[src/hdl/chunk_settings.svh]
`ifndef CHUNK_SETTINGS_SVH
`define CHUNK_SETTINGS_SVH

//////////////////////////////////////////////////////////////////////
// Chunk geometry
//////////////////////////////////////////////////////////////////////

// Dense bytes per chunk, also sparsemap width and nonzero depth
`define CHUNK_BYTES 32
// Nonzero bytes per write beat, one bus word
`define BUS_BYTES 4
`define BEAT_NUM (`CHUNK_BYTES / `BUS_BYTES)
// Sparsemap bits per group read
`define PREFIX_GROUP 8
`define GROUP_NUM (`CHUNK_BYTES / `PREFIX_GROUP)

//////////////////////////////////////////////////////////////////////
// Host register map and sink base
//////////////////////////////////////////////////////////////////////

`define REG_CTRL 16'h0000
`define REG_STATUS 16'h0004
`define REG_SMAP 16'h0008
`define REG_DATA 16'h0020
`define OUT_BASE 16'h1000

`endif

[src/hdl/chunk_pkg.sv]
`include "chunk_settings.svh"

package chunk_pkg;

	// One dense or nonzero byte
	typedef logic [7:0] byte_t;
	// Wishbone data word
	typedef logic [31:0] word_t;
	// Wishbone byte address
	typedef logic [15:0] wb_addr_t;

	// Whole sparsemap, one bit per dense byte
	typedef logic [`CHUNK_BYTES-1:0] smap_t;
	// Slice of the sparsemap read per step
	typedef logic [`PREFIX_GROUP-1:0] group_t;

	typedef logic [$clog2(`BEAT_NUM)-1:0] beat_idx_t;
	typedef logic [$clog2(`GROUP_NUM)-1:0] group_idx_t;
	// Dense position 0 to CHUNK_BYTES-1
	typedef logic [$clog2(`CHUNK_BYTES)-1:0] pos_t;
	// 0 means no nonzero byte seen yet, 1..CHUNK_BYTES index the array
	typedef logic [$clog2(`CHUNK_BYTES):0] rank_t;

	// Expander FSM
	typedef enum logic [1:0] {
		EXP_IDLE,
		EXP_RUN,
		EXP_FLUSH
	} exp_state_t;

endpackage

[src/hdl/wb_chunk_loader.sv]
`timescale 1ns/1ps
`include "chunk_settings.svh"

module wb_chunk_loader (
	input  logic                                    clk_i,
	input  logic                                    rst_i,
	input  logic                                    wbs_cyc_i,
	input  logic                                    wbs_stb_i,
	input  logic                                    wbs_we_i,
	input  chunk_pkg::wb_addr_t                     wbs_adr_i,
	input  chunk_pkg::word_t                        wbs_dat_i,
	input  logic                                    busy_i,
	input  logic                                    done_i,
	output chunk_pkg::word_t                        wbs_dat_o,
	output logic                                    wbs_ack_o,
	output logic                                    wr_valid_o,
	output chunk_pkg::beat_idx_t                    wr_count_o,
	output logic [`BUS_BYTES-1:0]                   wr_sparsemap_o,
	output chunk_pkg::byte_t [`BUS_BYTES-1:0]       wr_nonzero_data_o,
	output logic                                    start_o
);

	// Byte offset bits inside one bus word
	localparam int LANE_W = $clog2(`BUS_BYTES);
	localparam int BEAT_W = $bits(chunk_pkg::beat_idx_t);

	logic                 req;
	logic                 wr_req;
	logic                 is_data;
	chunk_pkg::wb_addr_t  data_off;
	chunk_pkg::smap_t     smap_r;

	//////////////////////////////////////////////////////////////////////
	// Address decode
	//////////////////////////////////////////////////////////////////////

	// New access, ack low so not already answered
	assign req = wbs_cyc_i && wbs_stb_i && !wbs_ack_o;
	assign wr_req = req && wbs_we_i;

	// Offset into the data window, one beat per word
	assign data_off = wbs_adr_i - chunk_pkg::wb_addr_t'(`REG_DATA);
	assign is_data = (wbs_adr_i >= chunk_pkg::wb_addr_t'(`REG_DATA)) &&
		(data_off < chunk_pkg::wb_addr_t'(`BEAT_NUM * `BUS_BYTES));

	//////////////////////////////////////////////////////////////////////
	// Control state
	//////////////////////////////////////////////////////////////////////

	always_ff @(posedge clk_i) begin
		if (rst_i) begin
			wbs_ack_o <= 1'b0;
			wr_valid_o <= 1'b0;
			start_o <= 1'b0;
		end else begin
			// Single cycle ack, one cycle after the request
			wbs_ack_o <= req;
			// Beat write goes out alongside the ack
			wr_valid_o <= wr_req && is_data;
			// Start is a one cycle pulse
			start_o <= wr_req && (wbs_adr_i == `REG_CTRL) && wbs_dat_i[0];
		end
	end

	//////////////////////////////////////////////////////////////////////
	// Payload capture
	//////////////////////////////////////////////////////////////////////

	always_ff @(posedge clk_i) begin
		// Staged sparsemap, sliced per beat later
		if (wr_req && (wbs_adr_i == `REG_SMAP)) begin
			smap_r <= wbs_dat_i;
		end
		// Beat index and lanes, lane 0 is the lowest nonzero index
		if (wr_req && is_data) begin
			wr_count_o <= data_off[LANE_W +: BEAT_W];
			wr_nonzero_data_o <= wbs_dat_i;
		end
		// Read data, only status has content
		if (req && !wbs_we_i) begin
			if (wbs_adr_i == `REG_STATUS) begin
				wbs_dat_o <= chunk_pkg::word_t'({done_i, busy_i});
			end else begin
				wbs_dat_o <= '0;
			end
		end
	end

	// Sparsemap bits that belong to the current beat
	assign wr_sparsemap_o = smap_r[wr_count_o * `BUS_BYTES +: `BUS_BYTES];

	// Every ack answers a live request from the cycle before
	a_ack_needs_req : assert property (@(posedge clk_i) disable iff (rst_i)
		$rose(wbs_ack_o) |-> $past(wbs_cyc_i && wbs_stb_i));

endmodule

[src/hdl/data_chunk.sv]
`timescale 1ns/1ps
`include "chunk_settings.svh"

module data_chunk (
	input  logic                                clk_i,
	input  logic                                rst_i,
	input  logic                                wr_valid_i,
	input  chunk_pkg::beat_idx_t                wr_count_i,
	input  logic [`BUS_BYTES-1:0]               wr_sparsemap_i,
	input  chunk_pkg::byte_t [`BUS_BYTES-1:0]   wr_nonzero_data_i,
	input  chunk_pkg::group_idx_t               rd_group_i,
	input  chunk_pkg::rank_t                    rd_addr_i,
	output chunk_pkg::group_t                   rd_sparsemap_o,
	output chunk_pkg::byte_t                    rd_data_o
);

	chunk_pkg::smap_t mem_sparsemap_r;
	// Nonzero array is 1-based, rank 0 has no entry
	chunk_pkg::byte_t [`CHUNK_BYTES:1] mem_nonzero_r;

	//////////////////////////////////////////////////////////////////////
	// Beat write port
	//////////////////////////////////////////////////////////////////////

	always_ff @(posedge clk_i) begin
		if (rst_i) begin
			mem_sparsemap_r <= '0;
			mem_nonzero_r <= '0;
		end else if (wr_valid_i) begin
			// Beat i fills sparsemap bits 4i.. and nonzero slots 4i+1..
			for (int i = 0; i < `BEAT_NUM; i++) begin
				if (wr_count_i == chunk_pkg::beat_idx_t'(i)) begin
					mem_sparsemap_r[`BUS_BYTES*i +: `BUS_BYTES] <= wr_sparsemap_i;
					mem_nonzero_r[(`BUS_BYTES*i + 1) +: `BUS_BYTES] <= wr_nonzero_data_i;
				end
			end
		end
	end

	//////////////////////////////////////////////////////////////////////
	// Combinational reads
	//////////////////////////////////////////////////////////////////////

	// Group read for the expander
	assign rd_sparsemap_o = mem_sparsemap_r[rd_group_i * `PREFIX_GROUP +: `PREFIX_GROUP];

	// Rank read, out of range ranks give zero
	always_comb begin
		rd_data_o = '0;
		if ((rd_addr_i != '0) && (rd_addr_i <= chunk_pkg::rank_t'(`CHUNK_BYTES))) begin
			rd_data_o = mem_nonzero_r[rd_addr_i];
		end
	end

	// Loader must always present a defined beat with its write
	a_wr_count_known : assert property (@(posedge clk_i) disable iff (rst_i)
		wr_valid_i |-> !$isunknown(wr_count_i));

endmodule

[src/hdl/sparse_expander.sv]
`timescale 1ns/1ps
`include "chunk_settings.svh"

module sparse_expander (
	input  logic                    clk_i,
	input  logic                    rst_i,
	input  logic                    start_i,
	input  chunk_pkg::group_t       rd_sparsemap_i,
	input  chunk_pkg::byte_t        rd_data_i,
	input  logic                    byte_ready_i,
	input  logic                    last_ack_i,
	output chunk_pkg::group_idx_t   rd_group_o,
	output chunk_pkg::rank_t        rd_addr_o,
	output logic                    byte_valid_o,
	output chunk_pkg::byte_t        byte_data_o,
	output logic                    busy_o,
	output logic                    done_o
);

	localparam int POS_W = $bits(chunk_pkg::pos_t);
	localparam int GRP_W = $bits(chunk_pkg::group_idx_t);
	// Bits of the position that pick a bit inside a group
	localparam int BIT_W = $clog2(`PREFIX_GROUP);

	chunk_pkg::exp_state_t  state_r;
	chunk_pkg::pos_t        pos_r;
	chunk_pkg::rank_t       rank_r;
	chunk_pkg::rank_t       rank_next;
	logic                   bit_set;
	logic                   xfer;
	logic                   last_pos;

	//////////////////////////////////////////////////////////////////////
	// Prefix rank datapath
	//////////////////////////////////////////////////////////////////////

	// Upper position bits select the group
	assign rd_group_o = pos_r[POS_W-1 -: GRP_W];
	assign bit_set = rd_sparsemap_i[pos_r[BIT_W-1:0]];

	// Set bit bumps the running count, 1-based
	assign rank_next = bit_set ? rank_r + chunk_pkg::rank_t'(1) : rank_r;
	// Byte read at the already incremented rank
	assign rd_addr_o = rank_next;
	assign byte_data_o = bit_set ? rd_data_i : '0;

	assign byte_valid_o = (state_r == chunk_pkg::EXP_RUN);
	assign xfer = byte_valid_o && byte_ready_i;
	assign last_pos = (pos_r == chunk_pkg::pos_t'(`CHUNK_BYTES - 1));

	assign busy_o = (state_r != chunk_pkg::EXP_IDLE);

	//////////////////////////////////////////////////////////////////////
	// FSM
	//////////////////////////////////////////////////////////////////////

	always_ff @(posedge clk_i) begin
		if (rst_i) begin
			state_r <= chunk_pkg::EXP_IDLE;
			pos_r <= '0;
			rank_r <= '0;
			done_o <= 1'b0;
		end else begin
			case (state_r)
				chunk_pkg::EXP_IDLE: begin
					// Fresh run, start ignored otherwise
					if (start_i) begin
						pos_r <= '0;
						rank_r <= '0;
						done_o <= 1'b0;
						state_r <= chunk_pkg::EXP_RUN;
					end
				end
				chunk_pkg::EXP_RUN: begin
					// One dense position per accepted byte
					if (xfer) begin
						pos_r <= pos_r + chunk_pkg::pos_t'(1);
						rank_r <= rank_next;
						if (last_pos) begin
							state_r <= chunk_pkg::EXP_FLUSH;
						end
					end
				end
				chunk_pkg::EXP_FLUSH: begin
					// Wait until the sink took the final word
					if (last_ack_i) begin
						done_o <= 1'b1;
						state_r <= chunk_pkg::EXP_IDLE;
					end
				end
				default: begin
					state_r <= chunk_pkg::EXP_IDLE;
				end
			endcase
		end
	end

	// Rank stays inside the nonzero array across the whole run
	a_rank_bound : assert property (@(posedge clk_i) disable iff (rst_i)
		rank_r <= chunk_pkg::rank_t'(`CHUNK_BYTES));

endmodule

[src/hdl/wb_dense_writer.sv]
`timescale 1ns/1ps
`include "chunk_settings.svh"

module wb_dense_writer (
	input  logic                    clk_i,
	input  logic                    rst_i,
	input  logic                    byte_valid_i,
	input  chunk_pkg::byte_t        byte_data_i,
	input  logic                    wbm_ack_i,
	output logic                    byte_ready_o,
	output logic                    wbm_cyc_o,
	output logic                    wbm_stb_o,
	output logic                    wbm_we_o,
	output chunk_pkg::wb_addr_t     wbm_adr_o,
	output chunk_pkg::word_t        wbm_dat_o,
	output logic                    last_ack_o
);

	localparam int LANE_W = $clog2(`BUS_BYTES);
	localparam int WORD_W = $bits(chunk_pkg::word_t);

	logic [LANE_W-1:0]      lane_cnt_r;
	chunk_pkg::beat_idx_t   word_cnt_r;
	chunk_pkg::word_t       lanes_r;
	logic                   req_r;
	logic                   xfer;
	logic                   acked;

	// Back-pressure while a word is on the bus
	assign byte_ready_o = !req_r;
	assign xfer = byte_valid_i && byte_ready_o;
	assign acked = req_r && wbm_ack_i;

	//////////////////////////////////////////////////////////////////////
	// Lane packing
	//////////////////////////////////////////////////////////////////////

	// Bytes enter at the top and shift down, first byte ends in lane 0
	always_ff @(posedge clk_i) begin
		if (xfer) begin
			lanes_r <= {byte_data_i, lanes_r[WORD_W-1:8]};
		end
	end

	//////////////////////////////////////////////////////////////////////
	// Master request
	//////////////////////////////////////////////////////////////////////

	always_ff @(posedge clk_i) begin
		if (rst_i) begin
			lane_cnt_r <= '0;
			word_cnt_r <= '0;
			req_r <= 1'b0;
		end else begin
			if (xfer) begin
				lane_cnt_r <= lane_cnt_r + 1'b1;
				// Fourth byte opens the bus cycle
				if (lane_cnt_r == '1) begin
					req_r <= 1'b1;
				end
			end
			// Request ends the cycle after ack, word counter wraps per chunk
			if (acked) begin
				req_r <= 1'b0;
				word_cnt_r <= word_cnt_r + 1'b1;
			end
		end
	end

	assign wbm_cyc_o = req_r;
	assign wbm_stb_o = req_r;
	assign wbm_we_o = req_r;
	// Word k lands at OUT_BASE + 4k
	assign wbm_adr_o = chunk_pkg::wb_addr_t'(`OUT_BASE) +
		chunk_pkg::wb_addr_t'({word_cnt_r, {LANE_W{1'b0}}});
	assign wbm_dat_o = lanes_r;

	// Ack of the final word of the chunk
	assign last_ack_o = acked && (word_cnt_r == chunk_pkg::beat_idx_t'(`BEAT_NUM - 1));

	// Classic cycle held steady while the sink stalls
	a_req_stable : assert property (@(posedge clk_i) disable iff (rst_i)
		(wbm_stb_o && !wbm_ack_i) |=>
			(wbm_stb_o && $stable(wbm_adr_o) && $stable(wbm_dat_o)));

endmodule

[src/hdl/sparse_decomp_top.sv]
`timescale 1ns/1ps
`include "chunk_settings.svh"

module sparse_decomp_top (
	input  logic                    clk_i,
	input  logic                    rst_i,
	// Host slave port
	input  logic                    wbs_cyc_i,
	input  logic                    wbs_stb_i,
	input  logic                    wbs_we_i,
	input  chunk_pkg::wb_addr_t     wbs_adr_i,
	input  chunk_pkg::word_t        wbs_dat_i,
	output chunk_pkg::word_t        wbs_dat_o,
	output logic                    wbs_ack_o,
	// Sink master port
	output logic                    wbm_cyc_o,
	output logic                    wbm_stb_o,
	output logic                    wbm_we_o,
	output chunk_pkg::wb_addr_t     wbm_adr_o,
	output chunk_pkg::word_t        wbm_dat_o,
	input  logic                    wbm_ack_i
);

	//////////////////////////////////////////////////////////////////////
	// Internal nets
	//////////////////////////////////////////////////////////////////////

	// Loader to store
	logic                               wr_valid;
	chunk_pkg::beat_idx_t               wr_count;
	logic [`BUS_BYTES-1:0]              wr_sparsemap;
	chunk_pkg::byte_t [`BUS_BYTES-1:0]  wr_nonzero_data;
	logic                               start;

	// Store and expander
	chunk_pkg::group_idx_t              rd_group;
	chunk_pkg::rank_t                   rd_addr;
	chunk_pkg::group_t                  rd_sparsemap;
	chunk_pkg::byte_t                   rd_data;

	// Expander and writer
	logic                               byte_valid;
	logic                               byte_ready;
	chunk_pkg::byte_t                   byte_data;
	logic                               last_ack;

	// Status back to host
	logic                               busy;
	logic                               done;

	//////////////////////////////////////////////////////////////////////
	// Blocks
	//////////////////////////////////////////////////////////////////////

	wb_chunk_loader i_loader (
		.clk_i             (clk_i),
		.rst_i             (rst_i),
		.wbs_cyc_i         (wbs_cyc_i),
		.wbs_stb_i         (wbs_stb_i),
		.wbs_we_i          (wbs_we_i),
		.wbs_adr_i         (wbs_adr_i),
		.wbs_dat_i         (wbs_dat_i),
		.busy_i            (busy),
		.done_i            (done),
		.wbs_dat_o         (wbs_dat_o),
		.wbs_ack_o         (wbs_ack_o),
		.wr_valid_o        (wr_valid),
		.wr_count_o        (wr_count),
		.wr_sparsemap_o    (wr_sparsemap),
		.wr_nonzero_data_o (wr_nonzero_data),
		.start_o           (start)
	);

	data_chunk i_chunk (
		.clk_i             (clk_i),
		.rst_i             (rst_i),
		.wr_valid_i        (wr_valid),
		.wr_count_i        (wr_count),
		.wr_sparsemap_i    (wr_sparsemap),
		.wr_nonzero_data_i (wr_nonzero_data),
		.rd_group_i        (rd_group),
		.rd_addr_i         (rd_addr),
		.rd_sparsemap_o    (rd_sparsemap),
		.rd_data_o         (rd_data)
	);

	sparse_expander i_expander (
		.clk_i          (clk_i),
		.rst_i          (rst_i),
		.start_i        (start),
		.rd_sparsemap_i (rd_sparsemap),
		.rd_data_i      (rd_data),
		.byte_ready_i   (byte_ready),
		.last_ack_i     (last_ack),
		.rd_group_o     (rd_group),
		.rd_addr_o      (rd_addr),
		.byte_valid_o   (byte_valid),
		.byte_data_o    (byte_data),
		.busy_o         (busy),
		.done_o         (done)
	);

	wb_dense_writer i_writer (
		.clk_i        (clk_i),
		.rst_i        (rst_i),
		.byte_valid_i (byte_valid),
		.byte_data_i  (byte_data),
		.wbm_ack_i    (wbm_ack_i),
		.byte_ready_o (byte_ready),
		.wbm_cyc_o    (wbm_cyc_o),
		.wbm_stb_o    (wbm_stb_o),
		.wbm_we_o     (wbm_we_o),
		.wbm_adr_o    (wbm_adr_o),
		.wbm_dat_o    (wbm_dat_o),
		.last_ack_o   (last_ack)
	);

endmodule

[config.mk]
export PLATFORM = sky130hd
export DESIGN_NAME = sparse_decomp_top
export DESIGN_NICKNAME = d
export VERILOG_FILES = /design/src/hdl/chunk_pkg.sv /design/src/hdl/wb_chunk_loader.sv /design/src/hdl/data_chunk.sv /design/src/hdl/sparse_expander.sv /design/src/hdl/wb_dense_writer.sv /design/src/hdl/sparse_decomp_top.sv
export VERILOG_INCLUDE_DIRS = /design/src /design/src/hdl
export SDC_FILE = /design/constraint.sdc
export NUM_CORES = 1
export LEC_CHECK = 0
export BUFFER_PORTS_ARGS = -buffer_cell sky130_fd_sc_hd__buf_4
export CELL_PAD_IN_SITES_DETAIL_PLACEMENT = 1
export CELL_PAD_IN_SITES_GLOBAL_PLACEMENT = 1
export CORE_MARGIN = 4
export CORE_UTILIZATION = 35
export DETAILED_ROUTE_END_ITERATION = 12
export GPL_ROUTABILITY_DRIVEN = 0
export PLACE_DENSITY = 0.66
export SLEW_MARGIN = 20
export SYNTH_ARGS = -nofsm -noshare
export SYNTH_HDL_FRONTEND = slang
export SYNTH_SLANG_ARGS = --single-unit
[constraint.sdc]
create_clock -name clk_i -period 9 [get_ports clk_i]
set_input_delay 2.7 -clock clk_i [delete_from_list [all_inputs] [get_ports clk_i]]
set_output_delay 2.7 -clock clk_i [all_outputs]
set_load 0.01 [all_outputs]
### Yosys cells after proc, flatten, opt, wreduce, memory -nomap -nowiden

Cells that the tools add are included.

| word-level totals | value |
|---|---|
| register bits | 442 |
| latch bits | 0 |
| RAM bits | 0 |
| bits in read-only memories | 0 |
| input port bits | 54 |
| output and inout bits | 84 |
| word-level logic and storage cells | 147 |
| memories kept | 0 |

| operators by class | value |
|---|---|
| add/subtract/negate cells | 6 |
| $mul | 0 |
| divide/modulo/power cells | 0 |
| $lt $le $gt $ge | 5 |
| equality and inequality tests | 18 |
| shift-type cells | 2 |
| mux-type cells | 19 |
| bitwise logic cells | 0 |
| reductions and logical operators | 37 |

Operators by type and width:

| kind | number |
|---|---|
| $bmux W8 S6 | 1 |
| $shiftx A32 B6 Y4 | 1 |
| $shiftx A32 B6 Y8 | 1 |
| $reduce_and A2 Y1 | 10 |
| $mux W6 | 3 |
| $eq A16 B3 Y1 const B | 1 |
| $eq A16 B4 Y1 const B | 1 |
| $ge A16 B6 Y1 const B | 1 |
| $logic_not A16 Y1 | 1 |
| $lt A16 B6 Y1 const B | 1 |
| $sub A16 B6 Y16 const B | 1 |
| $eq A3 B3 Y1 const B | 5 |
| $add A13 B5 Y14 const A | 1 |
| $logic_and A1 B1 Y1 | 13 |
| $pmux W6 S2 | 1 |
| $mux W5 | 2 |
| $pmux W5 S2 | 1 |
| $mux W2 | 4 |
| $mux W8 | 1 |
| $lt A6 B7 Y1 const B | 1 |
| $add A6 B1 Y6 const B | 1 |
| $eq A3 B2 Y1 const B | 2 |
| $le A6 B6 Y1 const B | 1 |
| $ne A2 B2 Y1 const B | 3 |
| other kinds (21) | 29 |

### Logic depth before layout (Yosys ltp)

Gate-level depths: netlist of run 1.

| depth | value |
|---|---|
| depth after elaboration | 7 |
| gate-level depth with buffers | 15 |
| depth with buffers taken out | 10 |

### By module

From an unflattened synthesis of run 1, not the netlist that was laid out.

| unflattened totals | value |
|---|---|
| cell total of the unflattened synthesis | 1866 |
| area total of the unflattened synthesis | 17606.9 sq um |

By module, submodules not included:

| module | times used | cells an instance | area each (sq um) | sequential area each (sq um) |
|---|---|---|---|---|
| data_chunk | 1 | 1526 | 12454.4 | 5765.5 |
| wb_chunk_loader | 1 | 152 | 2821.5 | 2132.0 |
| wb_dense_writer | 1 | 82 | 1412.6 | 1081.0 |
| sparse_expander | 1 | 106 | 918.4 | 280.3 |

### Least setup slack after synthesis of run 1

OpenSTA, ideal clock, no wires.

| timing path | value |
|---|---|
| path kind | input to register |
| start | input wbs_adr_i[7] |
| end | register i_loader.wr_count_o[0] (enable) |
| library setup time | 0.471 ns |
| data arrival time | 5.989 ns |
| required time | 8.529 ns |
| path slack | 2.540 ns |
| cell stages on the path | 5 |
| path buffers | 0 |
| cell sequence | or3_1 -> nor3_1 -> xnor2_1 -> nand4_1 -> nor3_1 |

| on the way | value |
|---|---|
| word-level cells in the longest chain between the ends | 4 |
| elaborated cells between the ends (all ways) | 5 |
| classes of those cells | 1 x add/sub; 2 x order compare; 2 x reduce/logical |

RTL lines:

| item | line | RTL |
|---|---|---|
| from (decl) | sparse_decomp_top.sv:11 | `input chunk_pkg::wb_addr_t wbs_adr_i,` |
| $sub A16 B6 Y16 | wb_chunk_loader.sv:42 | `` assign data_off = wbs_adr_i - chunk_pkg::wb_addr_t'(`REG_DATA); `` |
| $lt A16 B6 Y1 | wb_chunk_loader.sv:44 | `` (data_off < chunk_pkg::wb_addr_t'(`BEAT_NUM * `BUS_BYTES)); `` |
| $logic_and A1 B1 Y1 (*) | wb_chunk_loader.sv:43 | `` assign is_data = (wbs_adr_i >= chunk_pkg::wb_addr_t'(`REG_DATA)) && `` |
| $logic_and A1 B1 Y1 (*) | wb_chunk_loader.sv:75 | `if (wr_req && is_data) begin` |
| to (signal assigned) | wb_chunk_loader.sv:76 | `wr_count_o <= data_off[LANE_W +: BEAT_W];` |
| to (decl) | wb_chunk_loader.sv:17 | `output chunk_pkg::beat_idx_t wr_count_o,` |

Mark *: on every way between the ends. The rest lies on a longest branch, timed or not.
A chain may end at the register's enable or synchronous reset.

### Worst setup path after layout of run 1

| timing path | value |
|---|---|
| start | register i_expander.pos_r[3] |
| end | register i_writer.lanes_r[31], in the netlist i_writer.wbm_dat_o[31] (data pin) |

| on the way | value |
|---|---|
| word-level cells in the longest chain between the ends | 7 |
| elaborated cells between the ends (all ways) | 10 |
| classes of those cells | 1 x order compare; 1 x shift; 5 x mux; 3 x reduce/logical |

RTL lines:

| item | line | RTL |
|---|---|---|
| from (decl) | sparse_expander.sv:26 | `chunk_pkg::pos_t pos_r;` |
| from (signal assigned) | sparse_expander.sv:77 | `pos_r <= pos_r + chunk_pkg::pos_t'(1);` |
| $shiftx A32 B6 Y8 (*) | data_chunk.sv:45 | `` assign rd_sparsemap_o = mem_sparsemap_r[rd_group_i * `PREFIX_GROUP +: `PREFIX_GROUP]; `` |
| $bmux W1 S3 (*) | sparse_expander.sv:39 | `assign bit_set = rd_sparsemap_i[pos_r[BIT_W-1:0]];` |
| $mux W1 (not written as such) (*) | sparse_expander.sv:39 |  |
| branches (longest 4 deep; another with $bmux W8 S6) | - |  |
| to (signal assigned) | wb_dense_writer.sv:41 | `lanes_r <= {byte_data_i, lanes_r[WORD_W-1:8]};` |
| to (decl) | wb_dense_writer.sv:24 | `chunk_pkg::word_t lanes_r;` |

Mark *: on every way between the ends. The select of a mux whose other input is x is not followed.

==> key figures, run 1 <==
Run status
  • Outcome: completed

Cells and area
  • Multi-input gate area: approximately 8000 um^2
  • Nets@finish: 2144
  • Final non-filler cell total: between 2000 and 3000
  • Fill cell count: 5922
  • Layout Area Growth over Synthesis: 14.08%
  • Layout cells sized above 1: roughly an eighth
  • Sequential cell area: around 9300 um^2
  • N_diodes: 0

Synth
  • Cells after synthesis: 2092
  • Ys async rst share: 0%
  • Yosys Warn Count: 0
  • Adder-cell share of the synthesized area: 0.4874%
  • Yosys reg bits: ~400
  • Post-Syn Area per Cell: 8.590 um^2
  • Simple-gate area share of the yosys netlist: roughly a fifth
  • Largest family of logic cells by synthesized area: simple AND/OR/NAND/NOR gates
  • Distinct cells, synth: 70
  • Post-synthesis mux area share: 5.431%
  • Synth Cell Area: 17970 um^2
  • EDFF count, synth: between 100 and 150
  • Post-Synth XOR/XNOR Area: 0.8216%
  • Compound-Gate Fraction of Synth Area: 14.56%
  • Register area share after synthesis: roughly 50%
  • Ys flop type: dfxtp_1

STA
  • Slew headroom: 21.07%
  • Max Slew Vio Count: 0
  • Setup repair after global routing missed its margin: false
  • Fmax: about 210 MHz
  • Final WS setup: 4.294 ns
  • Setup TNS Final: 0 ns
  • Tightest Pin Transition: 1.181 ns
  • Hold_ws: 0.4478 ns
  • Final hold violation count: 0
  • Final min period: 4.706 ns
  • Fin crit share: 52.28%
  • Clk_skew: 0.01338 ns
  • Endpoints failing setup: 0

Worst hold path
  • HP Class: reg2reg
  • Worst Hold Launch: i_writer.wbm_dat_o[23]$_DFFE_PP_

Power and ir drop
  • Lkg Pwr: 6.501 nW
  • Power Dens Cells: 189.4 nW/um^2
  • Worst VDD drop: 153.0 uV
  • Total design power: 3.882 mW

Worst setup path
  • Worst Path Required: a little over 9 ns
  • Worst r2r src: i_expander.pos_r[3]$_SDFFE_PP0P_
  • Crit path launch: i_expander.pos_r[3]$_SDFFE_PP0P_
  • Worst EP arrival: around 5 ns
  • Critical path capture point type: flop
  • Critical Path Start Type: flop
  • Largest driver fanout on the critical path: between 40 and 50
  • Crit Path Category: reg2reg

Floorplanning
  • Die area: about 55000 um^2
  • Die height: 234.6 um
  • Die Span X: between 200 and 250 um
  • Core ar.: 50480 um^2
  • Cell Rows: between 80 and 90
  • Initial Util: 35.60%
  • I/O pins: approximately 140

Routing
  • Antenna viol nets, final: 0
  • Drt wl/cell: 22.04 um
  • Drt pass-1 iters: 5
  • Final WL: 61540 um
  • Initial DRC Count: 985
  • Vias/cell: 5.393
  • Vias: 15060
  • DRC violations left: 0

Place
  • Pre-CTS setup slack: 4.145 ns
  • DP Cell Count: 2706
  • Post-DP HPWL: 38810 um
  • IO buf count: 94

Clock network
  • CTS Buf Count: 47
  • CTS Hold Bufs: 0
  • Postcts setup bufs: 0
  • CTS tree: done
  • Buffer levels on the longest clock path: 3
  • Worst-path clk slew: 0.06 ns
  • Clock Latency Late Sink: between 0.5 and 0.6 ns
  • Htree depth: 2
  • # resized after CTS: 0
  • Clock sinks: 412
  • Root Driver: clkbuf_16

GRT
  • Initial antenna violation count: 3
  • All-layer global routing usage: 22.05%
  • Total grt overflow: 0
  • First-pass GRT wire length: 93560 um
  • Vias in the first global route: 15420
  • Largest net degree at the start of global routing: 157

Job
  • Max-Cap Viols: 0
final cells by class:
cell class / instances / area share, %
Sequential cell: 412 / 45.17
Multi-Input combinational cell: 1485 / 38.19
Clock buffer: 64 / 6.396
Timing Repair Buffer: 128 / 4.919
Tap cell: 672 / 4.102
Clock inverter: 22 / 1.056
Inverter: 9 / 0.1648
per-layer routing:
metal  global-route usage, %  part of all wire [%]
met2                   36.87                    48
met3                   3.969                   5.2
met5                       0                 0.021
met4                   5.999                   2.2
met1                   29.50                    45
critical path, cell delays in order (launching register included):
cell and delay, ns:
dfxtp_1 0.84, mux2i_1 0.21, a221oi_1 0.48, a211oi_4 0.14
a21oi_4 0.23, buf_4 0.57, xor2_4 0.26, buf_4 0.59
mux2i_1 0.29, a222oi_1 0.11, and3_1 0.20, a311oi_1 0.40
a221oi_2 0.06
cells by family (layout without fill, tap and decap cells):
family,count (synthesis),count (layout)
AND/OR/NAND/NOR,904,904
AO/OA/AOI/OAI,435,435
flip-flops,412,412
buffers and inverters,236,223
multiplexers,83,83
XOR/XNOR,13,13
adder cells (fa/ha/maj),7,7
other,2,43
placed cells by master, fill, tap and decap left out, drive strengths merged, types with 9 or more instances in the layout:
| cell | n |
|---|---|
| nor2b | 12 |
| buf | 128 |
| o21ai | 11 |
| nand3 | 68 |
| clkinv | 14 |
| nand2 | 686 |
| mux4 | 10 |
| mux2i | 57 |
| edfxtp | 101 |
| dfxtp | 311 |
| clkbuf | 64 |
| nand4 | 16 |
| a211oi | 47 |
| inv | 13 |
| a31oi | 17 |
| and3 | 9 |
| a221oi | 10 |
| a21oi | 290 |
| mux2 | 16 |
| nor2 | 75 |
| conb | 43 |
report_power, final:
part | internal (mW) | total [mW] | leakage [nW] | switching, mW
sequential | 1.89 | 1.89 | 3.42 | 0.000219
clock | 1.13 | 1.93 | 0.754 | 0.793
combinational | 0.0188 | 0.0637 | 2.33 | 0.0449
total | 3.04 | 3.88 | 6.50 | 0.838
sequential cells by signal, indices dropped and copies added, names as in the netlist:
signal and cells:
i_expander.rank_r 6, i_expander.state_r 2, i_loader.wr_valid_o 1, i_loader.wbs_dat_o 2
i_writer.wbm_cyc_o 1, i_writer.wbm_dat_o 32, i_expander.done_o 1, i_writer.word_cnt_r 3
i_loader.start_o 1, i_chunk.mem_nonzero_r 256, i_writer.lane_cnt_r 2, i_loader.wr_nonzero_data_o 32
i_loader.wr_count_o 3, i_chunk.mem_sparsemap_r 32, i_loader.wbs_ack_o 1, i_loader.smap_r 32
i_expander.pos_r 5
cell usage after synthesis, types with 3 or more instances:
| cell | count | area, um^2 |
|---|---|---|
| nand2b_1 | 7 | 43.79 |
| nand3_1 | 68 | 340.3 |
| a311oi_1 | 8 | 70.07 |
| mux2_2 | 15 | 168.9 |
| a222oi_1 | 7 | 70.07 |
| o21ai_0 | 4 | 20.02 |
| a211oi_1 | 46 | 345.3 |
| buf_2 | 15 | 75.07 |
| a31oi_1 | 17 | 106.4 |
| nand3b_1 | 3 | 22.52 |
| dfxtp_1 | 311 | 6226 |
| clkbuf_2 | 32 | 160.2 |
| mux2i_1 | 57 | 570.6 |
| edfxtp_1 | 101 | 3033 |
| clkbuf_1 | 115 | 431.7 |
| o21ai_1 | 5 | 25.02 |
| nand4_1 | 16 | 100.1 |
| ha_1 | 7 | 87.58 |
| inv_1 | 9 | 33.78 |
| nor3_1 | 7 | 35.03 |
| a22oi_1 | 4 | 30.03 |
| xor2_1 | 5 | 43.79 |
| nor2b_1 | 12 | 75.07 |
| a221oi_1 | 9 | 78.83 |
| nand2_1 | 685 | 2571 |
| nor3b_1 | 5 | 37.54 |
| a2111oi_0 | 6 | 52.55 |
| nor2_1 | 75 | 281.5 |
| nor4_1 | 3 | 18.77 |
| mux4_2 | 10 | 225.2 |
| buf_6 | 4 | 45.04 |
| buf_4 | 50 | 375.4 |
| buf_1 | 11 | 41.29 |
| a31o_1 | 5 | 43.79 |
| and3_1 | 8 | 50.05 |
| xnor2_1 | 5 | 43.79 |
| o211ai_1 | 4 | 30.03 |
| a21oi_1 | 289 | 1446 |
| a32oi_1 | 5 | 43.79 |
| o2111ai_1 | 7 | 61.31 |
through the flow:
| stage | cell area (um^2) | utilization [%] |
|---|---|---|
| final | 20500 | 40.61 |
| after global routing | 20500 | 40.61 |
| after CTS | 20500 | 40.61 |
| after detailed placement | 18970 | 37.58 |
| after global placement | 18910 | 37.47 |
| after floorplan | 18120 | - |
path summary, 6_finish.rpt:
check / cells past startpoint / slack [ns] / end
worst min register to register: 0 / 0.45 / i_writer.wbm_dat_o[15]$_DFFE_PP_
worst max-delay path: 12 / 4.29 / i_writer.wbm_dat_o[31]$_SDFFCE_PN0P_
worst min-delay path: 0 / 0.45 / i_writer.wbm_dat_o[15]$_DFFE_PP_
worst max register to register: 12 / 4.29 / i_writer.wbm_dat_o[31]$_SDFFCE_PN0P_
No activity file was read; power rests on OpenSTA's default activity.
==> run 2, diff against run 1 <==
==> constraint.sdc (replaced) <==
create_clock -name clk_i -period 4.6 [get_ports clk_i]
set_input_delay 1.38 -clock clk_i [delete_from_list [all_inputs] [get_ports clk_i]]
set_output_delay 1.38 -clock clk_i [all_outputs]
set_load 0.01 [all_outputs]
==> key figures, run 2 (synthesis gave the netlist of run 1 again) <==
STA
  • Tightest Pin Transition: 1.076 ns
  • Slew headroom: 28.13%
  • Max Slew Vio Count: 0
  • Endpoints failing setup: 0
  • Fin crit share: 88.65%
  • Fmax: 245.2 MHz
  • Hold_ws: 0.4504 ns
  • Setup repair after global routing missed its margin: false
  • Final hold violation count: 0
  • Setup TNS Final: 0 ns
  • Final min period: 4.078 ns
  • Clk_skew: 0.01733 ns

Routing
  • Vias: 15200
  • Initial DRC Count: 1137
  • Antenna viol nets, final: 0
  • Drt wl/cell: about 22 um
  • DRC violations left: 0
  • Final WL: a little over 60000 um
  • Drt pass-1 iters: 5
  • Vias/cell: around 5.4

Floorplanning
  • Die Span X: 234.6 um
  • Cell Rows: 82
  • Initial Util: 35.60%
  • I/O pins: roughly 140
  • Core ar.: 50480 um^2
  • Die area: 55030 um^2
  • Die height: 234.6 um

Place
  • IO buf count: 94
  • Post-DP HPWL: 40260 um
  • Post-DP Area: 19130 um^2

GRT
  • All-layer global routing usage: 22.25%
  • Grt peak-use layer: met2
  • Initial antenna violation count: 2
  • M1 GR Usage: 29.89%
  • First-pass GRT wire length: ~94000 um
  • GRT met2 Usage: 36.65%
  • Largest net degree at the start of global routing: 114
  • Met3 Track Usage GR: 3.340%
  • Total grt overflow: 0
  • Vias in the first global route: 15520

Worst setup path
  • Worst EP arrival: 4.51 ns
  • Worst r2r src: i_expander.pos_r[3]$_SDFFE_PP0P_
  • Crit path largest cell delay: 0.56 ns
  • Slowest CP cell: dfxtp_1
  • CP delay by family, top: compound AO/OA/AOI/OAI gates
  • Buffers plus inverters on the worst setup path: 3
  • Critical path capture point type: flop
  • Crit path cell chain: buf_4 -> mux2i_1 -> a221oi_1 -> a211oi_4 -> a21oi_4 -> buf_4 -> xnor2_4 -> buf_4 -> nand2_1 -> and3_1 -> a2111oi_0 -> a311oi_1 -> a21oi_1
  • Largest driver fanout on the critical path: a little over 40
  • Worst R2R End: i_writer.wbm_dat_o[29]$_SDFFCE_PN0P_
  • Worst Path Required: 5.03 ns
  • Critical Path Start Type: flop
  • Most common cell on crit path: buf_4
  • Reg2reg path depth: 13
  • Crit Path Category: reg2reg
  • R2R Setup Slk: roughly 0.52 ns

Clock network
  • CTS Buf Count: 47
  • Postcts setup bufs: 0
  • # resized after CTS: 0
  • CTS Hold Bufs: 0
  • Clock sinks: 412
  • CTS tree: done
  • Htree depth: 2
  • Worst-path clk slew: around 0.06 ns
  • Root Driver: clkbuf_16
  • Buffer levels on the longest clock path: 3
  • Clock Latency Late Sink: 0.59 ns

Cells and area
  • Layout Area Growth over Synthesis: 15.68%
  • Most common cell after layout, fill and taps aside: nand2_1
  • Nets@finish: about 2200
  • Largest register by flop count: i_chunk.mem_nonzero_r
  • Layout cells sized above 1: a little over an eighth
  • Most frequent cells in the layout: nand2_1, dfxtp_1, a21oi_1
  • Max reg flops: 256
  • Fin area: 20790 um^2
  • N_diodes: 0

Power and ir drop
  • Switch share: 21.43%
  • Seq pwr share: 47.5%
  • Clk pwr share: 50.8%
  • Comb pwr share: 1.7%
  • Total design power: 7.789 mW
  • Worst VDD drop: 281.9 uV
  • Internal power: 6.120 mW
  • Net switching power: 1.669 mW
  • Lkg Pwr: 6.659 nW
  • Power Dens Cells: 374.7 nW/um^2

Worst hold path
  • Worst Hold Launch: i_writer.wbm_dat_o[19]$_DFFE_PP_
  • HP Class: reg2reg
  • Hold-critical path depth: 0
  • Hold path endpoint: i_writer.wbm_dat_o[11]$_DFFE_PP_

Run status
  • Outcome: completed

Job
  • Max-Cap Viols: 0
==> run 2: cell count changes in the layout (fill, tap and decap cells not counted), moves of 3 or more <==
cell | previous run | this run
buf_4 | 125 | 136
buf_12 | 0 | 6
clkbuf_1 | 9 | 4
clkinv_1 | 9 | 5
clkinv_2 | 5 | 9
clkbuf_16 | 47 | 50
clkinvlp_4 | 0 | 3
==> run 2: how the worst max path moves through the flow <==
stage                                startpoint                              endpoint  cells past startpoint
2_1_floorplan                      wbs_adr_i[7]          i_loader.smap_r[0]$_DFFE_PP_                      5
3_3_place_gp   i_expander.pos_r[3]$_SDFFE_PP0P_  i_writer.wbm_dat_o[28]$_SDFFCE_PN0P_                     10
3_5_place_dp   i_expander.pos_r[3]$_SDFFE_PP0P_  i_writer.wbm_dat_o[29]$_SDFFCE_PN0P_                     13
4_1_cts        i_expander.pos_r[3]$_SDFFE_PP0P_  i_writer.wbm_dat_o[29]$_SDFFCE_PN0P_                     13
5_1_grt        i_expander.pos_r[3]$_SDFFE_PP0P_  i_writer.wbm_dat_o[25]$_SDFFCE_PN0P_                     13
6_report       i_expander.pos_r[3]$_SDFFE_PP0P_  i_writer.wbm_dat_o[29]$_SDFFCE_PN0P_                     13
==> run 2: area by class of cell <==
type	count	area [um^2]
clock inverters	27	291.5
inverters	9	33.78
clock buffers	61	1363
fillers	5919	29690
well taps	672	840.8
flip-flops and latches	412	9260
multi-input cells	1485	7843
repair buffers	143	1156
==> run 2: routing by layer <==
layer  up-vias  part of all wire, %
li1       7083                    -
met1      7596                   45
met2       422                   47
met3        95                  5.7
met4         0                  3.2
met5         -                    0
==> run 2: through the flow <==
step | instances | worst slack [ns] | util (%)
global placement | 2721 | 0.6613 | 37.88
global route | 2809 | 0.3940 | 41.18
detailed placement | 2721 | 0.6578 | 37.90
finish | 2809 | 0.5221 | 41.18
CTS | 2809 | 0.5955 | 41.18
floorplan | 2133 | 0.3988 | -
==> run 2: power by group through the flow <==
stage / registers [mW] / clock network [mW] / logic [mW]
after floorplan: 3.78 / 0 / 0.0863
after detailed placement: 3.78 / 0 / 0.129
after global routing: 3.70 / 4.21 / 0.141
final: 3.70 / 3.96 / 0.129
after global placement: 3.78 / 0 / 0.125
after CTS: 3.70 / 4.04 / 0.129
==> run 2: worst reg2reg max path, cell delays in order, from the launching register on <==
cell	delay [ns]
dfxtp_1	0.56
buf_4	0.28
mux2i_1	0.13
a221oi_1	0.48
a211oi_4	0.15
a21oi_4	0.24
buf_4	0.34
xnor2_4	0.17
buf_4	0.47
nand2_1	0.14
and3_1	0.18
a2111oi_0	0.52
a311oi_1	0.11
a21oi_1	0.16
==> run 3, diff against run 2 <==
--- a/config.mk
+++ b/config.mk
@@ -10,10 +10,10 @@
 export CELL_PAD_IN_SITES_DETAIL_PLACEMENT = 1
 export CELL_PAD_IN_SITES_GLOBAL_PLACEMENT = 1
 export CORE_MARGIN = 4
-export CORE_UTILIZATION = 35
+export CORE_UTILIZATION = 46
 export DETAILED_ROUTE_END_ITERATION = 12
 export GPL_ROUTABILITY_DRIVEN = 0
-export PLACE_DENSITY = 0.66
+export PLACE_DENSITY = 0.82
 export SLEW_MARGIN = 20
 export SYNTH_ARGS = -nofsm -noshare
 export SYNTH_HDL_FRONTEND = slang
==> key figures, run 3 (synthesis gave the netlist of run 1 again) <==
GRT
  • Largest net degree at the start of global routing: 135
  • First-pass GRT wire length: 94720 um
  • All-layer global routing usage: 28.85%
  • Total grt overflow: 0
  • Initial antenna violation count: 0
  • Vias in the first global route: 16320

Place
  • IO buf count: 94
  • DP Cell Count: 2561
  • Post-DP HPWL: 39180 um

Floorplanning
  • Core ar.: 38650 um^2
  • Die height: approximately 200 um
  • Die area: between 40000 and 50000 um^2
  • I/O pins: 138
  • Die Span X: a little over 200 um
  • Initial Util: 46.50%
  • Cell Rows: 72

Routing
  • Met1 WL: 25760 um
  • Max Used Layer: met4
  • Drt wl/cell: 23.28 um
  • Final WL: 61580 um
  • Initial DRC Count: 1507
  • Drt pass-1 iters: 6
  • Met2 wire len: 29280 um
  • Vias/cell: 5.937
  • Met3 WL: 4438 um
  • Antenna viol nets, final: 0
  • DRC violations left: 0
  • Vias: 15700

Power and ir drop
  • Power Dens Cells: 359.8 nW/um^2
  • Worst VDD drop: 293.5 uV
  • Lkg Pwr: 6.499 nW

Worst setup path
  • Critical Path Start Type: flop
  • Reg2reg path depth: 12
  • Worst Path Required: 5.02 ns
  • Critical path capture point type: flop
  • Worst EP arrival: 4.58 ns
  • Largest driver fanout on the critical path: 35
  • Crit Path Category: reg2reg
  • Worst r2r src: i_expander.pos_r[3]$_SDFFE_PP0P_
  • R2R Setup Slk: 0.44 ns
  • Worst R2R End: i_writer.wbm_dat_o[28]$_SDFFCE_PN0P_

Cells and area
  • Final non-filler cell total: 2645
  • Most frequent cells in the layout: nand2_1, dfxtp_1, a21oi_1
  • Nets@finish: 2151
  • Most common cell after layout, fill and taps aside: nand2_1
  • Multi-input gate area: 7824 um^2
  • Largest register by flop count: i_chunk.mem_nonzero_r
  • Sequential cell area: 9260 um^2
  • Layout cells sized above 1: 12.28%
  • Layout Area Growth over Synthesis: 12.87%
  • Max reg flops: 256
  • Fill cell count: 4524

Clock network
  • CTS Buf Count: 44
  • Clock Latency Late Sink: 0.57 ns
  • Buffer levels on the longest clock path: 3
  • CTS tree: done
  • Postcts setup bufs: 0
  • CTS Hold Bufs: 0
  • # resized after CTS: 0
  • Root Driver: clkbuf_16
  • Clock sinks: 412
  • Worst-path clk slew: 0.06 ns
  • Htree depth: 2

Job
  • Max-Cap Viols: 0

STA
  • Fin crit share: 90.34%
  • Max Slew Vio Count: 0
  • Clk_skew: 0.01122 ns
  • Setup TNS Final: 0 ns
  • Final hold violation count: 0
  • Final min period: about 4.2 ns
  • Slew headroom: 22.84%
  • Tightest Pin Transition: 1.152 ns
  • Fmax: 240.6 MHz
  • Endpoints failing setup: 0
  • Setup repair after global routing missed its margin: false

Run status
  • Outcome: completed

Worst hold path
  • Hold-critical path depth: 0
  • Worst Hold Launch: i_writer.wbm_dat_o[13]$_DFFE_PP_
  • HP Class: reg2reg
  • Hold path endpoint: i_writer.wbm_dat_o[5]$_DFFE_PP_
==> run 3: worst max path at each step <==
stage	slack, ns	from	end	cells after the start
after floorplan	0.40	wbs_adr_i[7]	i_loader.smap_r[0]$_DFFE_PP_	5
after global placement	0.73	i_expander.pos_r[3]$_SDFFE_PP0P_	i_writer.wbm_dat_o[28]$_SDFFCE_PN0P_	12
after detailed placement	0.50	i_expander.pos_r[3]$_SDFFE_PP0P_	i_writer.wbm_dat_o[28]$_SDFFCE_PN0P_	12
after CTS	0.48	i_expander.pos_r[3]$_SDFFE_PP0P_	i_writer.wbm_dat_o[28]$_SDFFCE_PN0P_	12
after global routing	0.26	i_expander.pos_r[3]$_SDFFE_PP0P_	i_writer.wbm_dat_o[28]$_SDFFCE_PN0P_	12
final	0.44	i_expander.pos_r[3]$_SDFFE_PP0P_	i_writer.wbm_dat_o[28]$_SDFFCE_PN0P_	12
==> run 3: layer usage <==
metal	up-vias	global-route usage, %
li1	7049	-
met3	141	5.327
met4	0	10.74
met2	602	48.14
met5	-	0
met1	7911	37.45
==> run 3: layout make-up <==
| class | count | area share (%) |
|---|---|---|
| Antenna cell | 2 | 0.02467 |
| Clock buffer | 70 | 6.459 |
| Clock inverter | 11 | 0.4133 |
| Inverter | 9 | 0.1666 |
| Multi-Input combinational cell | 1485 | 38.57 |
| Sequential cell | 412 | 45.65 |
| Tap cell | 518 | 3.195 |
| Timing Repair Buffer | 138 | 5.515 |
==> run 3: critical path, stage by stage (launching register included) <==
cell and delay (ns):
dfxtp_1 0.63, mux4_2 0.56, and3_4 0.20, a211oi_4 0.29
a21oi_4 0.12, buf_12 0.21, xnor2_4 0.44, buf_4 0.47
nand2_1 0.11, and3_1 0.18, a2111oi_0 0.47, a311oi_1 0.11
a21oi_1 0.18
==> run 3: stage by stage <==
stage	worst slack [ns]	cell area, um^2	utilization [%]	total power [mW]	hold slack [ns]
after floorplan	0.3988	18130	-	3.867	0.4357
after global placement	0.7312	18860	48.79	3.902	0.4332
after detailed placement	0.5009	18860	48.79	3.904	0.4409
after CTS	0.4822	20250	52.40	7.349	0.4548
after global routing	0.2643	20280	52.47	7.512	0.4640
final	0.4444	20280	52.48	7.297	0.4515
==> run 3: where the power goes <==
group / internal, mW / total [mW] / switching [mW]
Sequential: 3.70 / 3.70 / 0.000472
Clock: 2.01 / 3.47 / 1.46
Combinational: 0.0380 / 0.128 / 0.0898
Total: 5.75 / 7.30 / 1.55
